`config.mk`:
```
export PLATFORM = sky130hd
export DESIGN_NAME = operandSkew
export DESIGN_NICKNAME = d
export VERILOG_FILES = /design/src/common/saPkg.sv /design/src/design/operandSkew.sv
export SDC_FILE = /design/constraint.sdc
export NUM_CORES = 1
export LEC_CHECK = 0
export BUFFER_PORTS_ARGS = -buffer_cell sky130_fd_sc_hd__buf_2
export CAP_MARGIN = 20
export CORE_MARGIN = 4
export CORE_UTILIZATION = 50
export DETAILED_ROUTE_END_ITERATION = 8
export HOLD_SLACK_MARGIN = 0.15
export MAX_ROUTING_LAYER = met4
export PLACE_DENSITY = 0.84
export REMOVE_ABC_BUFFERS = 1
export SLEW_MARGIN = 20
export SYNTH_ARGS = -nofsm -noshare
export SYNTH_HDL_FRONTEND = slang
export SYNTH_SLANG_ARGS = --single-unit
```
`constraint.sdc`:
```
create_clock -name clk -period 1.55 [get_ports clk]
set_clock_uncertainty 0.1 [all_clocks]
set_input_delay 0.155 -clock clk [delete_from_list [all_inputs] [get_ports clk]]
set_output_delay 0.155 -clock clk [all_outputs]
set_load 0.03 [all_outputs]
```
`src/common/saPkg.sv`:
```
package saPkg;

   // Operand and accumulator widths
   localparam int DataWidth = 8;
   localparam int AccWidth  = 24;   // Headroom for long jobs

   // Radix-4 recoding handles two multiplier bits per digit
   localparam int BoothDigits = DataWidth / 2;

   // Array size used when the top level is not overridden
   localparam int DefaultRows = 4;
   localparam int DefaultCols = 4;

   // One A or B element
   typedef logic signed [DataWidth-1:0] operandT;

   // Full-precision Booth product
   typedef logic signed [2*DataWidth-1:0] productT;

   // Running sum and result element
   typedef logic signed [AccWidth-1:0] accT;

   // Operand moving between neighbours with its beat flags
   typedef struct packed {
      logic    valid;
      logic    last;    // Final beat of the job
      operandT value;
   } peLinkT;

endpackage

```
`src/design/operandSkew.sv`:
```
`timescale 1ns/1ps

module operandSkew #(
   parameter int Rows = saPkg::DefaultRows,
   parameter int Cols = saPkg::DefaultCols
) (
   input  logic                       clk,
   input  logic                       reset,
   input  logic                       advance,
   input  logic                       take,
   input  logic                       takeLast,
   input  saPkg::operandT [Rows-1:0]  aCol,
   input  saPkg::operandT [Cols-1:0]  bRow,
   output saPkg::peLinkT [Rows-1:0]   westOut,
   output saPkg::peLinkT [Cols-1:0]   northOut
);

   localparam int Lanes = Rows + Cols;   // Rows first, then columns

   saPkg::peLinkT laneIn  [Lanes];
   saPkg::peLinkT laneOut [Lanes];

   for (genvar i = 0; i < Rows; i++) begin : gRowLane
      assign laneIn[i] = '{valid: take, last: take && takeLast, value: aCol[i]};
      assign westOut[i] = laneOut[i];
   end

   for (genvar j = 0; j < Cols; j++) begin : gColLane
      assign laneIn[Rows+j] = '{valid: take, last: take && takeLast, value: bRow[j]};
      assign northOut[j] = laneOut[Rows+j];
   end

   for (genvar k = 0; k < Lanes; k++) begin : gLane
      // Accepted beat is registered first, then staggered by its row or column
      localparam int Depth = ((k < Rows) ? k : k - Rows) + 1;

      logic [Depth-1:0] validQ;
      logic [Depth-1:0] lastQ;
      saPkg::operandT   valueQ [Depth];

      always_ff @(posedge clk) begin
         if (reset) begin
            validQ <= '0;
            lastQ  <= '0;
         end else if (advance) begin
            validQ <= (validQ << 1) | Depth'(laneIn[k].valid);
            lastQ  <= (lastQ << 1) | Depth'(laneIn[k].last);
         end
      end

      always_ff @(posedge clk) begin
         if (advance) begin
            valueQ[0] <= laneIn[k].value;
            for (int s = 1; s < Depth; s++) valueQ[s] <= valueQ[s-1];
         end
      end

      assign laneOut[k] = '{valid: validQ[Depth-1], last: lastQ[Depth-1],
                            value: valueQ[Depth-1]};
   end

endmodule

```
Word level (Yosys, flattened, before mapping):

Memory sizes are Yosys's and may differ from the RTL's.
Cells that the tools add are included.

* bits of input ports: 69
* bits in latches: 0
* RAM bits: 160
* memory bits (read-only): 0
* memories kept: 8
* logic and storage cells: 37
* register bits after elaboration: 38

* bitwise gates (word level): 12
* eq/ne operators: 0
* div/mod/pow operators: 0
* $mul: 0
* add/sub/neg operators: 0
* $lt $le $gt $ge: 0
* shift-type cells: 0
* multiplexer cells: 2
* reduce and logical (&&, ||, !) cells: 1

Memory list
* gLane[3].valueQ: depth 4, width 8, read ports 4, clocked after memory_dff 0, wr ports 4, RTL line operandSkew.sv:39 `saPkg::operandT valueQ [Depth];`
* gLane[7].valueQ: depth 4, width 8, read ports 4, clocked after memory_dff 0, wr ports 4, RTL line operandSkew.sv:39
* gLane[2].valueQ: depth 3, width 8, read ports 3, clocked after memory_dff 0, wr ports 3, RTL line operandSkew.sv:39
* gLane[6].valueQ: depth 3, width 8, read ports 3, clocked after memory_dff 0, wr ports 3, RTL line operandSkew.sv:39
* gLane[1].valueQ: depth 2, width 8, read ports 2, clocked after memory_dff 0, wr ports 2, RTL line operandSkew.sv:39
* gLane[5].valueQ: depth 2, width 8, read ports 2, clocked after memory_dff 0, wr ports 2, RTL line operandSkew.sv:39
* +2 memories

Operator list (number)
* $or A4 B1 Y4: 4
* $or A3 B1 Y3: 4
* $or A2 B1 Y2: 4
* $mux W1: 2
* $logic_and A1 B1 Y1: 1

Longest topological paths before layout:

* word-level depth: 2
* gate-level depth with buffers: 3
* mapped depth without buffers: 2

Least setup slack after synthesis:

Ideal clock, no wire load.

* path kind: flip-flop to output port
* start: register gLane[7].lastQ[1] (netlist name)
* end: output port westOut[18] in the netlist's numbering
* data arrival time: 0.736 ns
* required time: 1.295 ns
* cell stages (with the launch flop): 2
* path slack: 0.559 ns
* cell sequence: dfxtp_1 -> buf_4

RTL lines
* end, declared: RTL line operandSkew.sv:14 `output saPkg::peLinkT [Rows-1:0] westOut,`

==> results.sh <==
export IMPL_maxCapViolations=0
export IMPL_synth_edf_count=160
export IMPL_io_pins=149
export IMPL_utilization=0.709
export IMPL_power_mw=10.1
export IMPL_post_drt_wl_per_cell_um=14.5
export IMPL_dp_cells=478
export IMPL_clock_path_buffers=2
export IMPL_area_growth_pct=36.6
export IMPL_synth_area_sq_mm=0.00541
export IMPL_tightestPinTransition_ns=0.286
export IMPL_yosysTopAreaCell="edfxtp_1"
export IMPL_vias=2566
export IMPL_critPathKind="in -> reg"
export IMPL_die_w_um=112
export IMPL_r2r_setup_slack_ns=0.26
export IMPL_final_cell_count_no_fill=579
export IMPL_start_kind="input pin"
export IMPL_slew_headroom=0.810
export IMPL_required_ns=1.85
export IMPL_yosys_top_cells_count="edfxtp_1 (160), buf_4 (42), dfxtp_1 (8), mux2i_1 (7), nor2_1 (7)"
export IMPL_cts_root_buf="clkbuf_8"
export IMPL_n_antenna_cell=0
export IMPL_final_min_clock_period_ns=1.47
export IMPL_fill_cells=642
export IMPL_core_area_sq_mm=0.0104
export IMPL_setup_violations=0
export IMPL_max_freq_ghz=0.680
export IMPL_drive_gt1_frac=0.424
export IMPL_syn_inst=229
export IMPL_firstDrtPassIters=4
export IMPL_ys_ff_latch=168
export IMPL_globalplace_congestion=0.715
export IMPL_row_count=37
export IMPL_numCtsBuffers=17
export IMPL_yosys_cell_types_count=10
export IMPL_p_per_area_mw_per_mm2=1360
export IMPL_cp_end_kind="register"
export IMPL_yosysWarnings=0
export IMPL_synth_most_common_cell="edfxtp_1"
export IMPL_nets=499
export IMPL_p_leak_nw=2.93
export IMPL_grt_pass1_vias=2819
export IMPL_postRouteAntennaNets=0
export IMPL_hold_violations=0
export IMPL_htree_levels=4
export IMPL_post_cts_setup_buffers=0
export IMPL_slew_violations=0
export IMPL_finalSetupTns_ns=0
export IMPL_drt_wl_total_um=8420
export IMPL_grt_setup_unrepaired="no"
export IMPL_insertion_delay_ns=0.52
export IMPL_yosysTopAreaCellShare=0.888
export IMPL_io_buffers=148
export IMPL_async_flop_share=0
export IMPL_worstPathMaxFanout=27
export IMPL_start_util=0.520
export IMPL_die_y_um=112
export IMPL_cp_arrival_ns=1.77
export IMPL_drc_errors=0
export IMPL_grt_max_degree=34
export IMPL_drt_iter0_markers=108
export IMPL_hold_path_class="in -> reg"
export IMPL_fin_crit_sh=0.949
export IMPL_seq_area_frac_synth=0.917
export IMPL_track_usage=0.147
export IMPL_avgSynthCellArea_sq_um=23.6
export IMPL_grt_overflow_total=0
export IMPL_synth_ff_type="edfxtp_1"
export IMPL_clk_pin_slew_ns=0.06
export IMPL_dieArea_sq_mm=0.0126
export IMPL_synth_area_leaders="edfxtp_1 (89%), buf_4 (5.8%), dfxtp_1 (3.0%)"
export IMPL_status="finished, final reports clean"
export IMPL_cts_tree="built"
export IMPL_grt_pass1_wl_um=13700
export IMPL_dp_hpwl_um=5290
export IMPL_antenna_found_initial=0
export IMPL_avgViaCountPerCell=4.43
export IMPL_irDropWorstVdd_uv=753
export IMPL_cts_sinks=168
## final timing paths
check	start	end	cells past startpoint
max reg2reg	gLane[3].lastQ[0]	gLane[3].lastQ[0]	3
min reg2reg	gLane[7].valueQ[1][7]	gLane[7].valueQ[2][7]	0
min	aCol[17]	gLane[2].valueQ[0][1]	2
max	advance	gLane[5].validQ[0]	5
## flip-flops by register name (all words and copies together) (netlist names)
name,flops
gLane.validQ,4
gLane.lastQ,4
gLane.valueQ,160
## worst max-delay path, stage by stage
cell           delay [ns]
dlygate4sd3_1        0.59
buf_12               0.22
mux2i_1              0.19
dlygate4sd3_1        0.56
nor2_1               0.04
## final cells by class
type | instances | area (sq um) | share of cell area
well taps | 136 | 170 | 0.0230
repair buffers | 226 | 1560 | 0.212
flip-flops and latches | 168 | 4960 | 0.672
clock buffers | 21 | 449 | 0.0608
clock inverters | 11 | 125 | 0.0169
multi-input cells | 17 | 116 | 0.0157
## cell usage in the layout (no fill, tap or decap)
| cell | count |
|---|---|
| bufinv_16 | 2 |
| nor2_1 | 7 |
| nand3_1 | 1 |
| edfxtp_1 | 160 |
| clkinvlp_4 | 2 |
| clkbuf_16 | 16 |
| dfxtp_1 | 8 |
| buf_12 | 5 |
| nand2b_1 | 1 |
| dlygate4sd3_1 | 69 |
| clkbuf_8 | 3 |
| mux2i_1 | 7 |
| buf_4 | 5 |
| clkinv_2 | 3 |
| a21oi_2 | 1 |
| buf_2 | 147 |
| clkinv_4 | 4 |
| clkbuf_1 | 2 |
## power by group
group | total (mW) | switching, mW | internal [mW] | leakage (nW)
logic | 0.723 | 0.432 | 0.291 | 1.02
registers | 5.39 | 0.0710 | 5.32 | 1.63
clock network | 3.96 | 1.58 | 2.38 | 0.278
total | 10.1 | 2.08 | 7.99 | 2.93
## metrics by stage
stage          hold slack (ns)  cell area [sq um]  worst slack (ns)
4_1_cts                  0.223               7380            0.0823
6_report                 0.244               7390            0.0788
3_5_place_dp             0.233               6120             0.444
3_3_place_gp             0.231               6120             0.466
5_1_grt                  0.218               7390            0.0233
2_1_floorplan            0.117               5080             0.449
## layer usage
layer	GRT usage	routed length [um]
met5	-	0
met4	0.0625	193
met3	0.0534	678
met2	0.243	4420
met1	0.163	3130
## what timing repair did
item / CTS / global route
setup endpoints to repair: 0 / 2
hold endpoints to repair: 232 / 0
gates resized for setup: 0 / 3
hold buffers: 69 / 0
## kinds of logic after synthesis
group / share of synthesized area
flip-flops: 0.917
buffers and inverters: 0.0610
AND/OR/NAND/NOR: 0.00694
multiplexers: 0.0129
AO/OA/AOI/OAI: 0.00162
Power figures use the tool's default switching activity.
