**config.mk**
```make
export PLATFORM = sky130hd
export DESIGN_NAME = peGrid
export DESIGN_NICKNAME = d
export VERILOG_FILES = /design/src/common/saPkg.sv /design/src/design/boothMultiplier.sv /design/src/peArray/processingElement.sv /design/src/peArray/peGrid.sv
export SDC_FILE = /design/constraint.sdc
export NUM_CORES = 2
export LEC_CHECK = 0
export BUFFER_PORTS_ARGS = -buffer_cell sky130_fd_sc_hd__buf_2
export CELL_PAD_IN_SITES_DETAIL_PLACEMENT = 0
export CELL_PAD_IN_SITES_GLOBAL_PLACEMENT = 1
export CORE_MARGIN = 4
export CORE_UTILIZATION = 49
export CTS_CLUSTER_DIAMETER = 60
export DETAILED_ROUTE_END_ITERATION = 8
export GPL_TIMING_DRIVEN = 1
export PLACE_DENSITY = 0.92
export SYNTH_ARGS = -nofsm -noshare
export SYNTH_HDL_FRONTEND = slang
export SYNTH_HIERARCHICAL = 1
export SYNTH_SLANG_ARGS = --single-unit
```
**constraint.sdc**
```tcl
create_clock -name clk -period 10.5 [get_ports clk]
set_input_delay 1.05 -clock clk [delete_from_list [all_inputs] [get_ports clk]]
set_output_delay 1.05 -clock clk [all_outputs]
set_load 0.005 [all_outputs]
```
**src/common/saPkg.sv**
```systemverilog
package saPkg;

   // Operand and accumulator widths
   localparam int DataWidth = 8;
   localparam int AccWidth  = 24;   // Headroom for long jobs

   // Radix-4 recoding handles two multiplier bits per digit
   localparam int BoothDigits = DataWidth / 2;

   // Array size used when the top level is not overridden
   localparam int DefaultRows = 4;
   localparam int DefaultCols = 4;

   // One A or B element
   typedef logic signed [DataWidth-1:0] operandT;

   // Full-precision Booth product
   typedef logic signed [2*DataWidth-1:0] productT;

   // Running sum and result element
   typedef logic signed [AccWidth-1:0] accT;

   // Operand moving between neighbours with its beat flags
   typedef struct packed {
      logic    valid;
      logic    last;    // Final beat of the job
      operandT value;
   } peLinkT;

endpackage

```
**src/design/boothMultiplier.sv**
```systemverilog
`timescale 1ns/1ps

module boothMultiplier (
   input  saPkg::operandT multiplicand,
   input  saPkg::operandT multiplier,
   output saPkg::productT product
);

   // Partial products carry one extra bit so that twice the multiplicand fits
   localparam int PpWidth = saPkg::DataWidth + 1;

   logic [saPkg::DataWidth:0] recoded;
   logic signed [PpWidth-1:0] extended;
   logic [saPkg::BoothDigits-1:0] selOne;
   logic [saPkg::BoothDigits-1:0] selTwo;
   logic [saPkg::BoothDigits-1:0] negate;
   logic signed [PpWidth-1:0] partial [saPkg::BoothDigits];

   assign recoded  = {multiplier, 1'b0};   // Implicit zero below the LSB
   assign extended = {multiplicand[saPkg::DataWidth-1], multiplicand};

   for (genvar k = 0; k < saPkg::BoothDigits; k++) begin : gDigit
      logic [2:0] triplet;
      logic [PpWidth-1:0] picked;

      assign triplet = recoded[2*k+2 -: 3];

      // Encoder
      assign selOne[k] = triplet[0] ^ triplet[1];
      assign selTwo[k] = (triplet[1] ^ triplet[2]) & ~(triplet[0] ^ triplet[1]);
      assign negate[k] = triplet[2];

      // Selector, 000 and 111 pick zero
      assign picked = ({PpWidth{selOne[k]}} & extended)
                    | ({PpWidth{selTwo[k]}} & {extended[PpWidth-2:0], 1'b0});

      // Ones complement here, the +1 is folded into the sum below
      assign partial[k] = picked ^ {PpWidth{negate[k]}};
   end

   // Sign-extended partial products weighted by 4^k
   always_comb begin
      product = '0;
      for (int k = 0; k < saPkg::BoothDigits; k++) begin
         product = product + (saPkg::productT'(partial[k]) <<< (2 * k));
         product = product + (saPkg::productT'(negate[k]) << (2 * k));
      end
   end

endmodule

```
**src/peArray/processingElement.sv**
```systemverilog
`timescale 1ns/1ps

module processingElement (
   input  logic          clk,
   input  logic          reset,
   input  logic          advance,
   input  saPkg::peLinkT west,
   input  saPkg::peLinkT north,
   output saPkg::peLinkT east,
   output saPkg::peLinkT south,
   output logic          doneValid,
   output saPkg::accT    doneSum
);

   saPkg::productT product;
   saPkg::accT     acc;
   saPkg::accT     accNext;
   logic           fire;
   logic           eastValid;
   logic           eastLast;
   logic           southValid;
   logic           southLast;
   saPkg::operandT eastValue;
   saPkg::operandT southValue;

   boothMultiplier uMul (
      .multiplicand(west.value),
      .multiplier  (north.value),
      .product     (product)
   );

   assign fire    = advance && west.valid;
   assign accNext = acc + saPkg::accT'(product);

   always_ff @(posedge clk) begin
      if (reset) begin
         acc        <= '0;
         doneValid  <= 1'b0;
         eastValid  <= 1'b0;
         eastLast   <= 1'b0;
         southValid <= 1'b0;
         southLast  <= 1'b0;
      end else if (advance) begin
         eastValid  <= west.valid;
         eastLast   <= west.last;
         southValid <= north.valid;
         southLast  <= north.last;
         doneValid  <= west.valid && west.last;
         if (west.valid) begin
            acc <= west.last ? '0 : accNext;   // Next job starts from zero
         end
      end
   end

   always_ff @(posedge clk) begin
      if (advance) begin
         eastValue  <= west.value;
         southValue <= north.value;
      end
      if (fire && west.last) doneSum <= accNext;
   end

   assign east  = '{valid: eastValid, last: eastLast, value: eastValue};
   assign south = '{valid: southValid, last: southLast, value: southValue};

   // The skew must bring A and B of the same beat here together
   assert property (@(posedge clk) disable iff (reset)
      (west.valid == north.valid) && (!west.valid || (west.last == north.last)));

endmodule

```
**src/peArray/peGrid.sv**
```systemverilog
`timescale 1ns/1ps

module peGrid #(
   parameter int Rows = saPkg::DefaultRows,
   parameter int Cols = saPkg::DefaultCols
) (
   input  logic                                clk,
   input  logic                                reset,
   input  logic                                advance,
   input  saPkg::peLinkT [Rows-1:0]            westIn,
   input  saPkg::peLinkT [Cols-1:0]            northIn,
   output logic [Rows-1:0][Cols-1:0]           doneValid,
   output saPkg::accT [Rows-1:0][Cols-1:0]     doneSum
);

   // Column Cols and row Rows are the links leaving the far edges
   saPkg::peLinkT eastLink  [Rows][Cols+1];
   saPkg::peLinkT southLink [Rows+1][Cols];

   for (genvar i = 0; i < Rows; i++) begin : gWestEdge
      assign eastLink[i][0] = westIn[i];
   end

   for (genvar j = 0; j < Cols; j++) begin : gNorthEdge
      assign southLink[0][j] = northIn[j];
   end

   for (genvar i = 0; i < Rows; i++) begin : gRow
      for (genvar j = 0; j < Cols; j++) begin : gCol
         processingElement uPe (
            .clk      (clk),
            .reset    (reset),
            .advance  (advance),
            .west     (eastLink[i][j]),
            .north    (southLink[i][j]),
            .east     (eastLink[i][j+1]),
            .south    (southLink[i+1][j]),
            .doneValid(doneValid[i][j]),
            .doneSum  (doneSum[i][j])
         );
      end
   end

endmodule

```
After elaboration in Yosys (flattened, before gate mapping)
Cells that the tools add are included.

word-level totals
  bits in registers = 1000
  input bits = 83
  output and inout bits = 400
  logic and storage cells = 800

operators by class
  $add $sub $neg = 128
  multiplexer cells = 16
  bitwise gates (word level) = 496
  reduce and logical (&&, ||, !) cells = 64

operators by type and width
  operator             number
  $and A9 B9 Y9        128
  $or A9 B9 Y9         64
  $xor A9 B9 Y9        64
  $add A24 B16 Y24     16
  $mux W24             16
  $add A16 B13 Y16     16
  $add A16 B15 Y16     16
  $add A16 B4 Y16      16
  $add A16 B6 Y16      16
  $add A16 B8 Y16      16
  $add A10 B11 Y12     16
  $add A9 B2 Y10       16
  $xor A1 B1 Y1        112
  $and A1 B1 Y1        64
  $not A1 Y1           64
  $logic_and A1 B1 Y1  48
  $reduce_and A2 Y1    16

Logic depth before layout (Yosys ltp)
  depth in word-level cells = 14
  depth in mapped cells = 33
  gate-level depth less buffers = 32

Cells and area by module
Netlist, hierarchy kept.

modules (own cells, without submodules)
  module                                           times used  cells an instance  area an instance (µm²)  sequential area each (µm²)
  processingElement at gRow[0].gCol[0].uPe ...     10          299                3385.7                  1781.7
  processingElement at gRow[1].gCol[2].uPe ...     5           299                3362.0                  1781.7
  boothMultiplier at gRow[0].gCol[0].uPe.uMul ...  6           383                2563.7                  0.0
  boothMultiplier at gRow[2].gCol[0].uPe.uMul ...  5           403                2668.8                  0.0
  boothMultiplier at gRow[3].gCol[2].uPe.uMul ...  2           390                2578.7                  0.0
  processingElement at gRow[3].gCol[3].uPe         1           299                3326.9                  1781.7
  boothMultiplier at gRow[0].gCol[2].uPe.uMul      1           393                2613.8                  0.0
  boothMultiplier at gRow[3].gCol[1].uPe.uMul      1           387                2570.0                  0.0
  boothMultiplier at gRow[1].gCol[3].uPe.uMul      1           381                2538.7                  0.0

Worst setup path before layout
No wires, ideal clock.

  path type = input port to flip-flop
  from = input northIn[21] (netlist name)
  to = register gRow[0].gCol[2].uPe.doneSum[23] (data pin)
  arrival time = 7.595 ns
  required time = 10.238 ns
  path slack = 2.642 ns
  cell stages on the path = 29
  path buffers = 2
  cells stage by stage = clkbuf_1 clkbuf_1 xor2_1 nand2_1 xnor2_1 ha_1 a21o_1 a21oi_1 nor2b_1 o21a_1 o41ai_2 or4b_1 o311ai_0 fa_1 ha_1 ha_1 and4_1 a21oi_1 a31oi_1 nor2_1 xor2_1 xnor2_1 ha_1 a21o_1 a21o_1 a21o_1 nor3_1 nor2_1 xnor2_1

on the way
  longest elaborated chain between the ends = 13
  elaborated cells on any way between the ends = 20
  those cells by class = 8 x add/sub; 12 x bitwise

RTL lines
  item                                                    RTL line                                      text
  start, declared                                         peGrid.sv:11                                  input saPkg::peLinkT [Cols-1:0] northIn,
  $xor A1 B1 Y1 (on tied branches)                        boothMultiplier.sv:30, boothMultiplier.sv:29
  $and A1 B1 Y1 / $not A1 Y1 (equally long branches)      boothMultiplier.sv:30                         assign selTwo[k] = (triplet[1] ^ triplet[2]) & ~(triplet[0] ^ triplet[1]);
  $and A9 B9 Y9 / $and A1 B1 Y1 (equally long branches)   boothMultiplier.sv:35, boothMultiplier.sv:30
  $or A9 B9 Y9 / $and A9 B9 Y9 (equally long branches)    boothMultiplier.sv:35                         | ({PpWidth{selTwo[k]}} & {extended[PpWidth-2:0], 1'b0});
  $xor A9 B9 Y9 / $or A9 B9 Y9 (equally long branches)    boothMultiplier.sv:38, boothMultiplier.sv:35
  $add A9 B2 Y10 / $xor A9 B9 Y9 (equally long branches)  boothMultiplier.sv:46, boothMultiplier.sv:38
  $add A10 B11 Y12 *                                      boothMultiplier.sv:45                         product = product + (saPkg::productT'(partial[k]) <<< (2 * k));
  $add A16 B4 Y16 *                                       boothMultiplier.sv:46                         product = product + (saPkg::productT'(negate[k]) << (2 * k));
  $add A16 B13 Y16 *                                      boothMultiplier.sv:45
  $add A16 B6 Y16 *                                       boothMultiplier.sv:46
  $add A16 B15 Y16 *                                      boothMultiplier.sv:45
  $add A16 B8 Y16 *                                       boothMultiplier.sv:46
  named net gRow[0].gCol[2].uPe.product[15]               processingElement.sv:15                       saPkg::productT product;
  $add A24 B16 Y24 *                                      processingElement.sv:33                       assign accNext = acc + saPkg::accT'(product);
  named net gRow[0].gCol[2].uPe.accNext[23]               processingElement.sv:17                       saPkg::accT accNext;
  end signal, assigned                                    processingElement.sv:60                       if (fire && west.last) doneSum <= accNext;
  end, declared                                           processingElement.sv:12                       output saPkg::accT doneSum

The timed path passes the listed nets; every way through them passes the cells marked *.
A chain may end at the register's enable or synchronous reset.

Worst setup path after layout
  from = register gRow[0].gCol[0].uPe.southValue[1]
  to = register gRow[1].gCol[0].uPe.doneSum[23] (data pin)

on the way
  longest elaborated chain between the ends = 13
  elaborated cells on any way between the ends = 20
  those cells by class = 8 x add/sub; 12 x bitwise

RTL lines
  item                                                    RTL line                                      text
  start, declared                                         processingElement.sv:24                       saPkg::operandT southValue;
  start signal, assigned                                  processingElement.sv:58                       southValue <= north.value;
  $xor A1 B1 Y1 (on tied branches)                        boothMultiplier.sv:30, boothMultiplier.sv:29
  $and A1 B1 Y1 / $not A1 Y1 (equally long branches)      boothMultiplier.sv:30
  $and A9 B9 Y9 / $and A1 B1 Y1 (equally long branches)   boothMultiplier.sv:35, boothMultiplier.sv:30
  $or A9 B9 Y9 / $and A9 B9 Y9 (equally long branches)    boothMultiplier.sv:35
  $xor A9 B9 Y9 / $or A9 B9 Y9 (equally long branches)    boothMultiplier.sv:38, boothMultiplier.sv:35
  $add A9 B2 Y10 / $xor A9 B9 Y9 (equally long branches)  boothMultiplier.sv:46, boothMultiplier.sv:38
  $add A10 B11 Y12 *                                      boothMultiplier.sv:45
  $add A16 B4 Y16 *                                       boothMultiplier.sv:46
  $add A16 B13 Y16 *                                      boothMultiplier.sv:45
  $add A16 B6 Y16 *                                       boothMultiplier.sv:46
  $add A16 B15 Y16 *                                      boothMultiplier.sv:45
  $add A16 B8 Y16 *                                       boothMultiplier.sv:46
  named net gRow[1].gCol[0].uPe.product[15]               processingElement.sv:15
  $add A24 B16 Y24 *                                      processingElement.sv:33
  named net gRow[1].gCol[0].uPe.accNext[23]               processingElement.sv:17
  end signal, assigned                                    processingElement.sv:60
  end, declared                                           processingElement.sv:12

Marks and branches as above.

==> flow_summary.ini <==
[run_status]
status = completed

[timing]
period_minus_slack_ns = 8.66
fmax_mhz = 115
hold_violations = 0
drv_slew = 0
fin_setup_tns_ns = 0
setup_viol = 0
post-route-period-util_pct = 82.5
final.setup_skew_ns = 0.0360
slew_headroom_pct = 18.2
holdWs_ns = 0.476
tightestPinTransition_ns = 1.23
rsz0062_at_grt = no

[finish]
drive_gt1_share_pct = 9.48
area_delta_synth_final_pct = 8.81
nets = 12000
layout.filler_cells = 16900

[worst_setup_path]
cpMaxStageDelayCell = edfxtp_1
slowest_delay_ns = 0.90
path_class = reg -> reg
start_kind = flip-flop
arrival_ns = 9.18
required_ns = 11.02
crit_buf_inv = 1
cp-end-kind = flip-flop
cp_top_family = compound AO/OA/AOI/OAI gates
path_max_fanout = 24

[grt]
grt.overflow.total = 0
grtUsageTotal_pct = 24.5
grt_start_max_net_pins = 99
antenna_found_initial = 31
grt_pass1_vias = 77400
grt_pass1_wl_mm = 398

[detailed_routing]
drt-total-wl_mm = 249
drt_iter0_drc = 6291
first_pass_iters = 7
drc = 0
vias = 81600
ant_nets = 0
avgViaCountPerCell = 6.05
wl_per_cell_um = 18.4

[worst_hold_path]
hold_path.class = reg -> reg

[floorplanning]
rows = 158
io_pins = 483
start_util_pct = 49.5
die_height_um = 441
fp.dieArea_um2 = 195000
die_x_um = 441
coreArea_um2 = 186000

[clock_tree]
cts_resized = 0
htreeDepth = 4
path_clk_slew_ns = 0.05
clock_latency_ns = 0.81
tritoncts = yes
cts_hold_buf = 0
cts_root_buf = clkbuf_16
clockBufferDepth = 3
cts.sinks = 1000
numCtsBuffers = 136
cts_setup_buffers = 0

[synthesis]
yosys_warnings = 6
netlist_area_um2 = 92000
synth_fp_nets = 12000
avgSynthCellArea_um2 = 8.51
syn_inst = 10800

[power]
p_leak_nw = 41.4
irDropWorstVdd_v = 0.000313
powerDensity_nw_per_um2 = 351

[placement]
hpwl_mm = 184
gp_congestion = 0.907
io_buffer_count = 474

[run]
maxCapViolations = 0
==> worst paths after layout <==
path,from,endpoint,slack (ns),cells past startpoint
worst max-delay path,gRow[0].gCol[0].uPe/southValue[1],gRow[1].gCol[0].uPe/doneSum[23],1.84,27
worst min-delay path,gRow[1].gCol[0].uPe/acc[18],gRow[1].gCol[0].uPe/acc[18],0.48,1
worst min register to register,gRow[1].gCol[0].uPe/acc[18],gRow[1].gCol[0].uPe/acc[18],0.48,1
worst max register to register,gRow[0].gCol[0].uPe/southValue[1],gRow[1].gCol[0].uPe/doneSum[23],1.84,27
==> routing by layer <==
metal  wire length [µm]  vias to the layer above  GRT usage, %
met1             109000                    38700          31.3
li1                   -                    40200             -
met3              12200                      448          3.29
met5                 78                        -             0
met4               8740                       12          9.72
met2             119000                     2227          41.9
==> cell type report <==
| type | instances | area (µm²) | area share (%) |
|---|---|---|---|
| tap | 2480 | 3100 | 3.10 |
| multi-input combinational | 8896 | 62600 | 62.5 |
| timing repair buffer | 558 | 3040 | 3.03 |
| clock buffer | 172 | 3700 | 3.70 |
| antenna | 26 | 65.1 | 0.0650 |
| clock inverter | 79 | 797 | 0.796 |
| sequential | 1000 | 25800 | 25.7 |
| inverter | 274 | 1030 | 1.03 |
==> layout by cell type (no fill, tap or decap), types with 60 or more instances in the layout <==
master,n
a21oi_1,1163
maj3_1,222
nand2b_1,164
a22o_1,245
and2_1,60
inv_1,272
nor3_1,150
dfxtp_1,424
nand2_1,967
a21o_1,217
o22ai_1,239
xnor2_1,490
a31oi_1,203
buf_4,83
xor2_1,323
buf_2,472
o21ai_0,524
o21bai_1,63
edfxtp_1,576
a22oi_1,188
a211oi_1,65
nand3_1,145
ha_1,976
clkbuf_16,141
nor2b_1,210
nor2_1,1063
o21a_1,96
a221oi_1,93
fa_1,96
==> state kept, by name, indices dropped and copies added (netlist names) <==
name and count:
gRow.gCol.uPe/acc 384, gRow.gCol.uPe/eastValid 12, gRow.gCol.uPe/southValue 96, gRow.gCol.uPe/eastLast 12, gRow.gCol.uPe/doneSum 384, gRow.gCol.uPe/doneValid 16, gRow.gCol.uPe/eastValue 96
==> through the flow <==
step	instances	setup slack [ns]	util [%]	total power, W	instance area (µm²)
after floorplan	10800	2.64	-	0.0250	92000
after global placement	13200	1.65	51.4	0.0298	95600
after detailed placement	13200	1.61	51.4	0.0302	95600
after CTS	13500	1.93	53.8	0.0351	100000
after global routing	13500	1.23	53.8	0.0383	100000
final	13500	1.84	53.8	0.0351	100000
==> power by group <==
part	leakage, nW	internal (W)	switching [W]
Clock	2.19	0.00274	0.00189
Sequential	8.77	0.00553	0.000398
Combinational	30.4	0.00955	0.0150
Total	41.4	0.0178	0.0173
Power figures use the tool's default switching activity.
