==> config.mk <==
export PLATFORM = sky130hd
export DESIGN_NAME = resultAlign
export DESIGN_NICKNAME = d
export VERILOG_FILES = /design/src/common/saPkg.sv /design/src/design/resultAlign.sv
export SDC_FILE = /design/constraint.sdc
export NUM_CORES = 1
export LEC_CHECK = 0
export BUFFER_PORTS_ARGS = -buffer_cell sky130_fd_sc_hd__clkbuf_2
export CORE_AREA = 2 2 311 313
export CTS_CLUSTER_DIAMETER = 150
export DETAILED_ROUTE_END_ITERATION = 8
export DIE_AREA = 0 0 313 315
export HOLD_SLACK_MARGIN = 0.02
export PLACE_DENSITY = 0.67
export SLEW_MARGIN = 20
export SYNTH_ARGS = -nofsm -noshare
export SYNTH_HDL_FRONTEND = slang
export SYNTH_SLANG_ARGS = --single-unit
==> constraint.sdc <==
create_clock -name clk -period 6.8 [get_ports clk]
set_clock_uncertainty 0.2 [all_clocks]
set_input_delay 0.68 -clock clk [delete_from_list [all_inputs] [get_ports clk]]
set_output_delay 0.68 -clock clk [all_outputs]
set_load 0.005 [all_outputs]
==> src/common/saPkg.sv <==
package saPkg;

   // Operand and accumulator widths
   localparam int DataWidth = 8;
   localparam int AccWidth  = 24;   // Headroom for long jobs

   // Radix-4 recoding handles two multiplier bits per digit
   localparam int BoothDigits = DataWidth / 2;

   // Array size used when the top level is not overridden
   localparam int DefaultRows = 4;
   localparam int DefaultCols = 4;

   // One A or B element
   typedef logic signed [DataWidth-1:0] operandT;

   // Full-precision Booth product
   typedef logic signed [2*DataWidth-1:0] productT;

   // Running sum and result element
   typedef logic signed [AccWidth-1:0] accT;

   // Operand moving between neighbours with its beat flags
   typedef struct packed {
      logic    valid;
      logic    last;    // Final beat of the job
      operandT value;
   } peLinkT;

endpackage

==> src/design/resultAlign.sv <==
`timescale 1ns/1ps

module resultAlign #(
   parameter int Rows = saPkg::DefaultRows,
   parameter int Cols = saPkg::DefaultCols
) (
   input  logic                            clk,
   input  logic                            reset,
   input  logic                            advance,
   input  logic [Rows-1:0][Cols-1:0]       doneValid,
   input  saPkg::accT [Rows-1:0][Cols-1:0] doneSum,
   output logic                            resultValid,
   output saPkg::accT [Rows-1:0][Cols-1:0] result
);

   logic [Rows-1:0][Cols-1:0]       alignedValid;
   saPkg::accT [Rows-1:0][Cols-1:0] alignedSum;

   for (genvar i = 0; i < Rows; i++) begin : gRow
      for (genvar j = 0; j < Cols; j++) begin : gCol
         // Bottom-right element finishes last and needs no delay
         localparam int Depth = (Rows - 1 - i) + (Cols - 1 - j);

         if (Depth == 0) begin : gDirect
            assign alignedValid[i][j] = doneValid[i][j];
            assign alignedSum[i][j]   = doneSum[i][j];
         end else begin : gDelay
            logic [Depth-1:0] validQ;
            saPkg::accT       sumQ [Depth];

            always_ff @(posedge clk) begin
               if (reset) validQ <= '0;
               else if (advance) validQ <= (validQ << 1) | Depth'(doneValid[i][j]);
            end

            always_ff @(posedge clk) begin
               if (advance) begin
                  sumQ[0] <= doneSum[i][j];
                  for (int s = 1; s < Depth; s++) sumQ[s] <= sumQ[s-1];
               end
            end

            assign alignedValid[i][j] = validQ[Depth-1];
            assign alignedSum[i][j]   = sumQ[Depth-1];
         end
      end
   end

   // Output holding register
   always_ff @(posedge clk) begin
      if (reset) resultValid <= 1'b0;
      else if (advance) resultValid <= alignedValid[Rows-1][Cols-1];
   end

   always_ff @(posedge clk) begin
      if (advance && alignedValid[Rows-1][Cols-1]) result <= alignedSum;
   end

   // Every element of a job has to land in the same cycle
   assert property (@(posedge clk) disable iff (reset)
      alignedValid[Rows-1][Cols-1] |-> (&alignedValid));

endmodule

* After elaboration in Yosys (flattened, before gate mapping)
Memory sizes are Yosys's and may differ from the RTL's. A register that Yosys moved wholly into a read port is not among the register bits.
Cells that the tools add are included.
** Storage, ports and cells
- Flip-flop bits (word level) :: 25
- Latch bits :: 0
- Memory bits (writable) :: 1152
- Memory bits (read-only) :: 0
- Input bits :: 403
- Word-level logic and storage cells :: 20
- Memories kept :: 15
** Cells by class
- $add $sub $neg :: 0
- $mul :: 0
- Divide/modulo/power cells :: 0
- $lt $le $gt $ge :: 0
- Eq/ne operators :: 0
- Shifts and indexed selects :: 0
- Mux-type cells :: 2
- Bitwise gates (word level) :: 0
- Reductions and logical operators :: 1
** Memory list
- gRow[0].gCol[0].gDelay.sumQ :: words 6, bits a word 24, read ports 6, clocked after Yosys merged registers in 1, write ports 6, RTL line resultAlign.sv:29 : saPkg::accT sumQ [Depth];
- gRow[0].gCol[1].gDelay.sumQ :: words 5, bits a word 24, read ports 5, clocked after Yosys merged registers in 1, write ports 5, RTL line resultAlign.sv:29
- gRow[1].gCol[0].gDelay.sumQ :: words 5, bits a word 24, read ports 5, clocked after Yosys merged registers in 1, write ports 5, RTL line resultAlign.sv:29
- gRow[0].gCol[2].gDelay.sumQ :: words 4, bits a word 24, read ports 4, clocked after Yosys merged registers in 1, write ports 4, RTL line resultAlign.sv:29
- gRow[1].gCol[1].gDelay.sumQ :: words 4, bits a word 24, read ports 4, clocked after Yosys merged registers in 1, write ports 4, RTL line resultAlign.sv:29
- gRow[2].gCol[0].gDelay.sumQ :: words 4, bits a word 24, read ports 4, clocked after Yosys merged registers in 1, write ports 4, RTL line resultAlign.sv:29
- +9 memories
** Operators with widths (number)
- 1-bit two-way mux :: 2
- 1-bit logical AND :: 1

* Logic depth before layout (Yosys ltp)
Gate-level depths: netlist of run 1.
- Depth after elaboration :: 2
- Gate-level depth with buffers :: 2
- Depth with buffers taken out :: 2

* Least setup slack after synthesis of run 1
OpenSTA, ideal clock, no wires.
- Kind :: in2reg
- Start :: input advance
- End :: register result[0] (netlist name)
- Setup time :: 585 ps
- Arrival time :: 5254 ps
- Slack :: 761 ps
- Stages on the path :: 1
- Path through :: and2_2
** On the way
- Longest elaborated chain between the ends :: 1
** Ends and longest elaborated chain
- from (decl) :: RTL line resultAlign.sv:9 : input logic advance,
- 1-bit logical AND :: RTL line resultAlign.sv:56 : if (advance && alignedValid[Rows-1][Cols-1]) result <= alignedSum;
Every way passes these cells.
A chain may end at the register's enable or synchronous reset.

==> flow_metrics.py, run 1 <==
metrics = {
    "outcome": {
        "outcome": "complete, no violations",
    },
    "setup_path": {
        "arrival_ns": 2.86,
        "crit_required_ns": 6.94,
        "path_max_fanout": 82,
        "crit_family": "buffers and inverters",
        "crit_type": "in2reg",
        "worstSetupStartpointType": "primary input",
        "path_cells": "buf_8 > buf_4 > buf_4",
        "cp_num_buf_inv": 3,
        "cp_common_cell": "buf_4",
        "crit_path_end_kind": "flop",
        "slowest_delay_ns": 0.92,
        "cp_slowest_cell": "buf_4",
        "r2r_slack_ns": 5.82,
    },
    "logic_synthesis": {
        "syn_area_um2": 46200,
        "ys_ff_latch": 1537,
        "syn_avg_cell_area_um2": 30.0,
        "seq_area_frac_synth_pct": 100,
        "synth_nets": 1943,
        "ys_warn_count": 0,
        "synthCells": 1540,
        "synth_cell_types": 5,
    },
    "sta": {
        "finalHoldViolCount": 0,
        "finalSetupViolCount": 0,
        "fin_crit_ns": 2.72,
        "fin_tns_setup_ns": 0,
        "rsz0062_at_grt": "no",
        "worstMarginPinSlew_ns": 1.14,
        "maxSlewHeadroom_pct": 24.0,
        "post-route-period-util_pct": 40.0,
        "drv_slew": 0,
        "clock.fmax_mhz": 368,
    },
    "routing": {
        "ant_nets": 0,
        "drcViolationCount": 0,
        "highest_layer": "met5",
        "wl_per_cell_um": 20.2,
        "drt_first_pass_iters": 5,
        "vias": 19600,
        "routed_wirelength_um": 86300,
        "drt-initial-drc-count": 1528,
        "via_per_inst": 4.60,
        "route.met2.wl_um": 46700,
        "wl_met3_um": 5260,
        "wl_met1_um": 30900,
    },
    "pwr": {
        "p_leak_uw": 0.0222,
        "peakVddDrop_mv": 0.246,
        "p_per_area_nw_per_um2": 330,
    },
    "min_path": {
        "min-delay-path-class": "in2reg",
    },
    "placement": {
        "place_area_um2": 51800,
        "gp_congestion": 0.875,
        "dpl.hpwl_um": 49700,
        "port_buffers": 772,
        "placed_cells_incl_taps": 3601,
    },
    "floorplan": {
        "io_pins": 788,
        "die_area_um2": 98600,
        "rows": 114,
        "coreArea_um2": 95700,
        "die_h_um": 315,
        "die_x_um": 313,
        "initial_core_util_pct": 48.2,
    },
    "final_layout": {
        "drive_gt1_share_pct": 33.4,
        "post-route-cell-area_um2": 60500,
        "final_util_pct": 63.2,
        "fin_cells": 4265,
        "area_growth_pct": 31.1,
        "layout.nets": 3267,
    },
    "clock_tree": {
        "cts.sinks": 1537,
        "clockBufferDepth": 3,
        "cts_buffers": 151,
        "postCtsSetupBuffers": 0,
        "clkSlewWorstSetupHoldPaths_ns": 0.05,
        "root_buffer": "clkbuf_16",
        "clk_latency_ns": 0.74,
        "cts_tree": "yes",
        "htree_levels": 4,
    },
    "grt": {
        "grt_usage_pct": 17.2,
        "grt_pass1_wl_um": 124000,
        "globalRouteOverflowTotal": 0,
        "antenna_found_initial": 19,
        "grt_max_degree": 211,
        "first_global_vias": 20600,
    },
    "flow_run": {
        "maxCapViolations": 0,
    },
}
-- flip-flops by register name (all words and copies together) (netlist names) --
name and count:
gRow.gCol.gDelay.sumQ 1152, result 384, resultValid 1
-- cell usage in the layout, fill, tap and decap left out, types with 2 or more instances in the layout --
cell	Yosys	final
clkbuf_16	0	159
dlygate4sd3_1	0	385
diode_2	0	7
clkbuf_2	0	771
bufinv_16	0	10
clkinv_4	0	4
edfxtp_1	1536	1536
inv_16	0	2
clkbuf_1	0	25
clkinv_8	0	2
clkinv_1	0	37
clkinv_2	0	22
inv_6	0	4
buf_4	0	7
buf_12	0	6
clkinvlp_4	0	6
-- report_power, final --
group / internal, uW / switching, uW / leakage [uW]
clock network: 4650 / 3390 / 0.00234
logic: 293 / 340 / 0.00493
registers: 11100 / 167 / 0.0149
total: 16100 / 3900 / 0.0222
-- cell families after synthesis --
group / count (synthesis) / synth area share (%)
DFF: 1537 / 100
muxes: 1 / 0.0217
and+or+nand+nor: 2 / 0.0244
-- final cells by class --
type	instances	area, um^2
fill	6166	35200
timing repair buffer	1171	7930
tap	1276	1600
sequential	1537	46100
multi-input combinational	3	22.5
antenna	7	17.5
clock inverter	87	737
clock buffer	184	4070
-- path summary, 6_finish.rpt --
| path | start | to | depth (start not counted) |
|---|---|---|---|
| min reg2reg | gRow[1].gCol[0].gDelay.sumQ[2][2] | gRow[1].gCol[0].gDelay.sumQ[3][2] | 0 |
| min | doneValid[15] | resultValid | 3 |
| max | advance | gRow[1].gCol[0].gDelay.sumQ[4][14] | 3 |
| max reg2reg | gRow[1].gCol[3].gDelay.sumQ[1][0] | result[168] | 0 |
-- what timing repair did --
item / CTS / global route
gates resized for setup: 0 / 0
hold buffers: 385 / 0
endpoints found under the hold margin: 385 / 0
-- cells in the mapped netlist --
master | number | area share, %
edfxtp_1 | 1536 | 100
and2_2 | 1 | 0.016
dfxtp_1 | 1 | 0.043
mux2i_1 | 1 | 0.022
nor2_1 | 1 | 0.0081
-- per-stage QoR --
| stage | total power [uW] | hold WS [ns] | setup slack, ns |
|---|---|---|---|
| 6_report | 20000 | 0.137 | 4.08 |
| 5_1_grt | 20600 | 0.138 | 3.95 |
| 4_1_cts | 20100 | 0.0861 | 4.18 |
| 3_5_place_dp | 11900 | 0.205 | 3.36 |
| 3_3_place_gp | 11900 | 0.200 | 3.46 |
| 2_1_floorplan | 11500 | 0.200 | 0.761 |
-- per-layer routing --
layer	global-route usage (%)	up-vias
li1	-	8996
met1	19.1	9720
met2	30.6	698
met3	4.72	202
met4	8.18	24
met5	0	-
Power figures use the tool's default switching activity.
==> run 2: changes to the inputs <==
Settings changed: CORE_AREA 2 2 311 313 to 2 2 307 309, DIE_AREA 0 0 313 315 to 0 0 309 311, PLACE_DENSITY 0.67 to 0.72.
Clock period 6.8 ns to 2.42 ns, I/O delays scaled along.
==> run 2 against run 1 <==
Compared with the run above: wire length up 25%; register-to-register slack worse by 4.8 ns; cell area up 6.0%; worst hold slack worse by 0.080 ns; clock power rose to 2.9 times the previous value; non-clock buffer count up 357; first-iteration DRC count up 19%; sequential cell count unchanged; power rose to 2.9 times the previous value; sequential power rose to 2.8 times the previous value; largest power group unchanged; highest routed layer unchanged.
==> flow_metrics.py, run 2 (synthesis gave the netlist of run 1 again) <==
metrics = {
    "min_path": {
        "worstHoldStart": "doneSum[74]",
        "min-delay-path-class": "in2reg",
        "hold_end": "gRow[0].gCol[3].gDelay.sumQ[0][2]",
        "hold_depth": 2,
    },
    "pwr": {
        "clock_power_share_pct": 40.5,
        "p_per_area_nw_per_um2": 895,
        "p_sw_uw": 11900,
        "power_frac_comb_pct": 4.1,
        "p_leak_uw": 0.0237,
        "pwr-share-seq_pct": 55.4,
        "power.internal_uw": 45500,
        "netSwitchingFraction_pct": 20.7,
        "peakVddDrop_mv": 0.749,
    },
    "setup_path": {
        "cp_slowest_cell": "edfxtp_1",
        "arrival_ns": 1.42,
        "worstSetupStartpointType": "flop",
        "crit_path_end_kind": "output port",
        "r2r_cells": 3,
        "r2r_slack_ns": 1.07,
        "path_cells": "clkbuf_2",
        "crit_required_ns": 1.98,
        "r2r_start": "resultValid",
        "worstReg2RegEnd": "resultValid",
        "crit_family": "flip-flops",
        "cp_num_buf_inv": 1,
        "path_max_fanout": 1,
        "crit_type": "reg2out",
        "slowest_delay_ns": 0.51,
    },
    "clock_tree": {
        "cts.sinks": 1537,
        "root_buffer": "clkbuf_16",
        "htree_levels": 4,
        "cts_buffers": 147,
        "postCtsSetupBuffers": 0,
        "clk_latency_ns": 0.76,
        "clkSlewWorstSetupHoldPaths_ns": 0.06,
        "clockBufferDepth": 3,
        "cts_tree": "yes",
    },
    "floorplan": {
        "die_area_um2": 96100,
        "io_pins": 788,
        "coreArea_um2": 92800,
        "initial_core_util_pct": 49.8,
        "die_h_um": 311,
        "rows": 112,
        "die_x_um": 309,
    },
    "grt": {
        "first_global_vias": 23800,
        "grt_usage_pct": 22.0,
        "grt_pass1_wl_um": 153000,
        "globalRouteOverflowTotal": 0,
        "antenna_found_initial": 26,
        "grt_max_degree": 176,
    },
    "routing": {
        "drt-initial-drc-count": 1813,
        "drcViolationCount": 0,
        "routed_wirelength_um": 108000,
        "wl_per_cell_um": 23.4,
        "vias": 22000,
        "drt_first_pass_iters": 6,
        "ant_nets": 0,
        "via_per_inst": 4.78,
    },
    "sta": {
        "holdWs_ns": 0.0575,
        "maxSlewHeadroom_pct": 38.3,
        "clock.fmax_mhz": 536,
        "drv_slew": 0,
        "rsz0062_at_grt": "no",
        "worstMarginPinSlew_ns": 0.925,
        "finalHoldViolCount": 0,
        "post-route-period-util_pct": 77.0,
        "fin_tns_setup_ns": 0,
        "finalSetupViolCount": 0,
        "fin_crit_ns": 1.86,
    },
    "flow_run": {
        "maxCapViolations": 0,
    },
    "final_layout": {
        "top_register": "gRow.gCol.gDelay.sumQ",
        "top_regs": "gRow.gCol.gDelay.sumQ x1152, result x384, resultValid x1",
        "fill_cells": 5319,
        "layout.nets": 3620,
        "area_growth_pct": 39.0,
        "mostFrequentLayoutCell": "edfxtp_1",
        "largest_reg_flops": 1152,
        "final_cell_mix": "edfxtp_1 (1,536), clkbuf_2 (771), dlygate4sd3_1 (714), clkbuf_16 (149), clkinv_2 (32)",
        "drive_gt1_share_pct": 31.0,
    },
    "placement": {
        "port_buffers": 772,
        "gp_congestion": 0.862,
        "dpl.hpwl_um": 54300,
    },
    "outcome": {
        "outcome": "complete, no violations",
    },
}
run 2: cell types whose count changed in the layout (fill, tap and decap cells not counted), moves of 4 or more:
cell and delta:
clkinv_1 -8, buf_4 +18, diode_2 +9, dlygate4sd3_1 +329
bufinv_16 +5, clkbuf_16 -10, clkinv_2 +10, clkinv_8 +4
buf_12 +11
run 2: per-layer routing:
metal  global-route usage, %  vias up  wire length, um
met5                       0        -              113
met4                    11.6       20             5370
met3                    5.71      300             7230
met2                    39.5      969            58500
met1                    23.6    11000            36600
li1                        -     9712                -
run 2: power by group through the flow:
stage / combinational, uW / sequential (uW) / clock [uW]
6_report: 2360 / 31800 / 23200
2_1_floorplan: 90.2 / 32100 / 0
5_1_grt: 2500 / 32000 / 24600
3_5_place_dp: 1310 / 32300 / 0
3_3_place_gp: 1260 / 32200 / 0
4_1_cts: 2260 / 31700 / 23000
run 2: layout make-up:
cell class | instances | area, um^2 | share of cell area [%]
diodes | 16 | 40.0 | 0.0624
clock buffers | 171 | 3810 | 5.94
clock inverters | 98 | 1030 | 1.60
multi-input cells | 3 | 22.5 | 0.0351
flip-flops and latches | 1537 | 46100 | 71.9
well taps | 1254 | 1570 | 2.45
repair buffers | 1528 | 11500 | 18.0
run 2: how the worst max path moves through the flow:
| stage | depth (start not counted) | start | endpoint |
|---|---|---|---|
| 3_3_place_gp | 3 | advance | gRow[3].gCol[0].gDelay.sumQ[1][8] |
| 4_1_cts | 1 | result[59] | result[59] |
| 2_1_floorplan | 1 | advance | result[0] |
| 3_5_place_dp | 4 | advance | result[149] |
| 5_1_grt | 1 | result[59] | result[59] |
| 6_report | 1 | result[59] | result[59] |
run 2: through the flow:
stage          cells  power (uW)  util (%)  cell area, um^2  setup slack (ns)
2_1_floorplan   1540       32200         -            46200             -1.13
3_3_place_gp    3608       33400      56.2            52100             0.561
3_5_place_dp    3608       33600      56.2            52100             0.532
4_1_cts         4589       57000      69.1            64100             0.543
5_1_grt         4607       59100      69.2            64200             0.513
6_report        4607       57400      69.2            64200             0.556
run 2: timing repair:
| action | in CTS | in global routing |
|---|---|---|
| resized for setup | 0 | 0 |
| hold endpoints to repair | 676 | 2 |
| hold buffers | 712 | 2 |
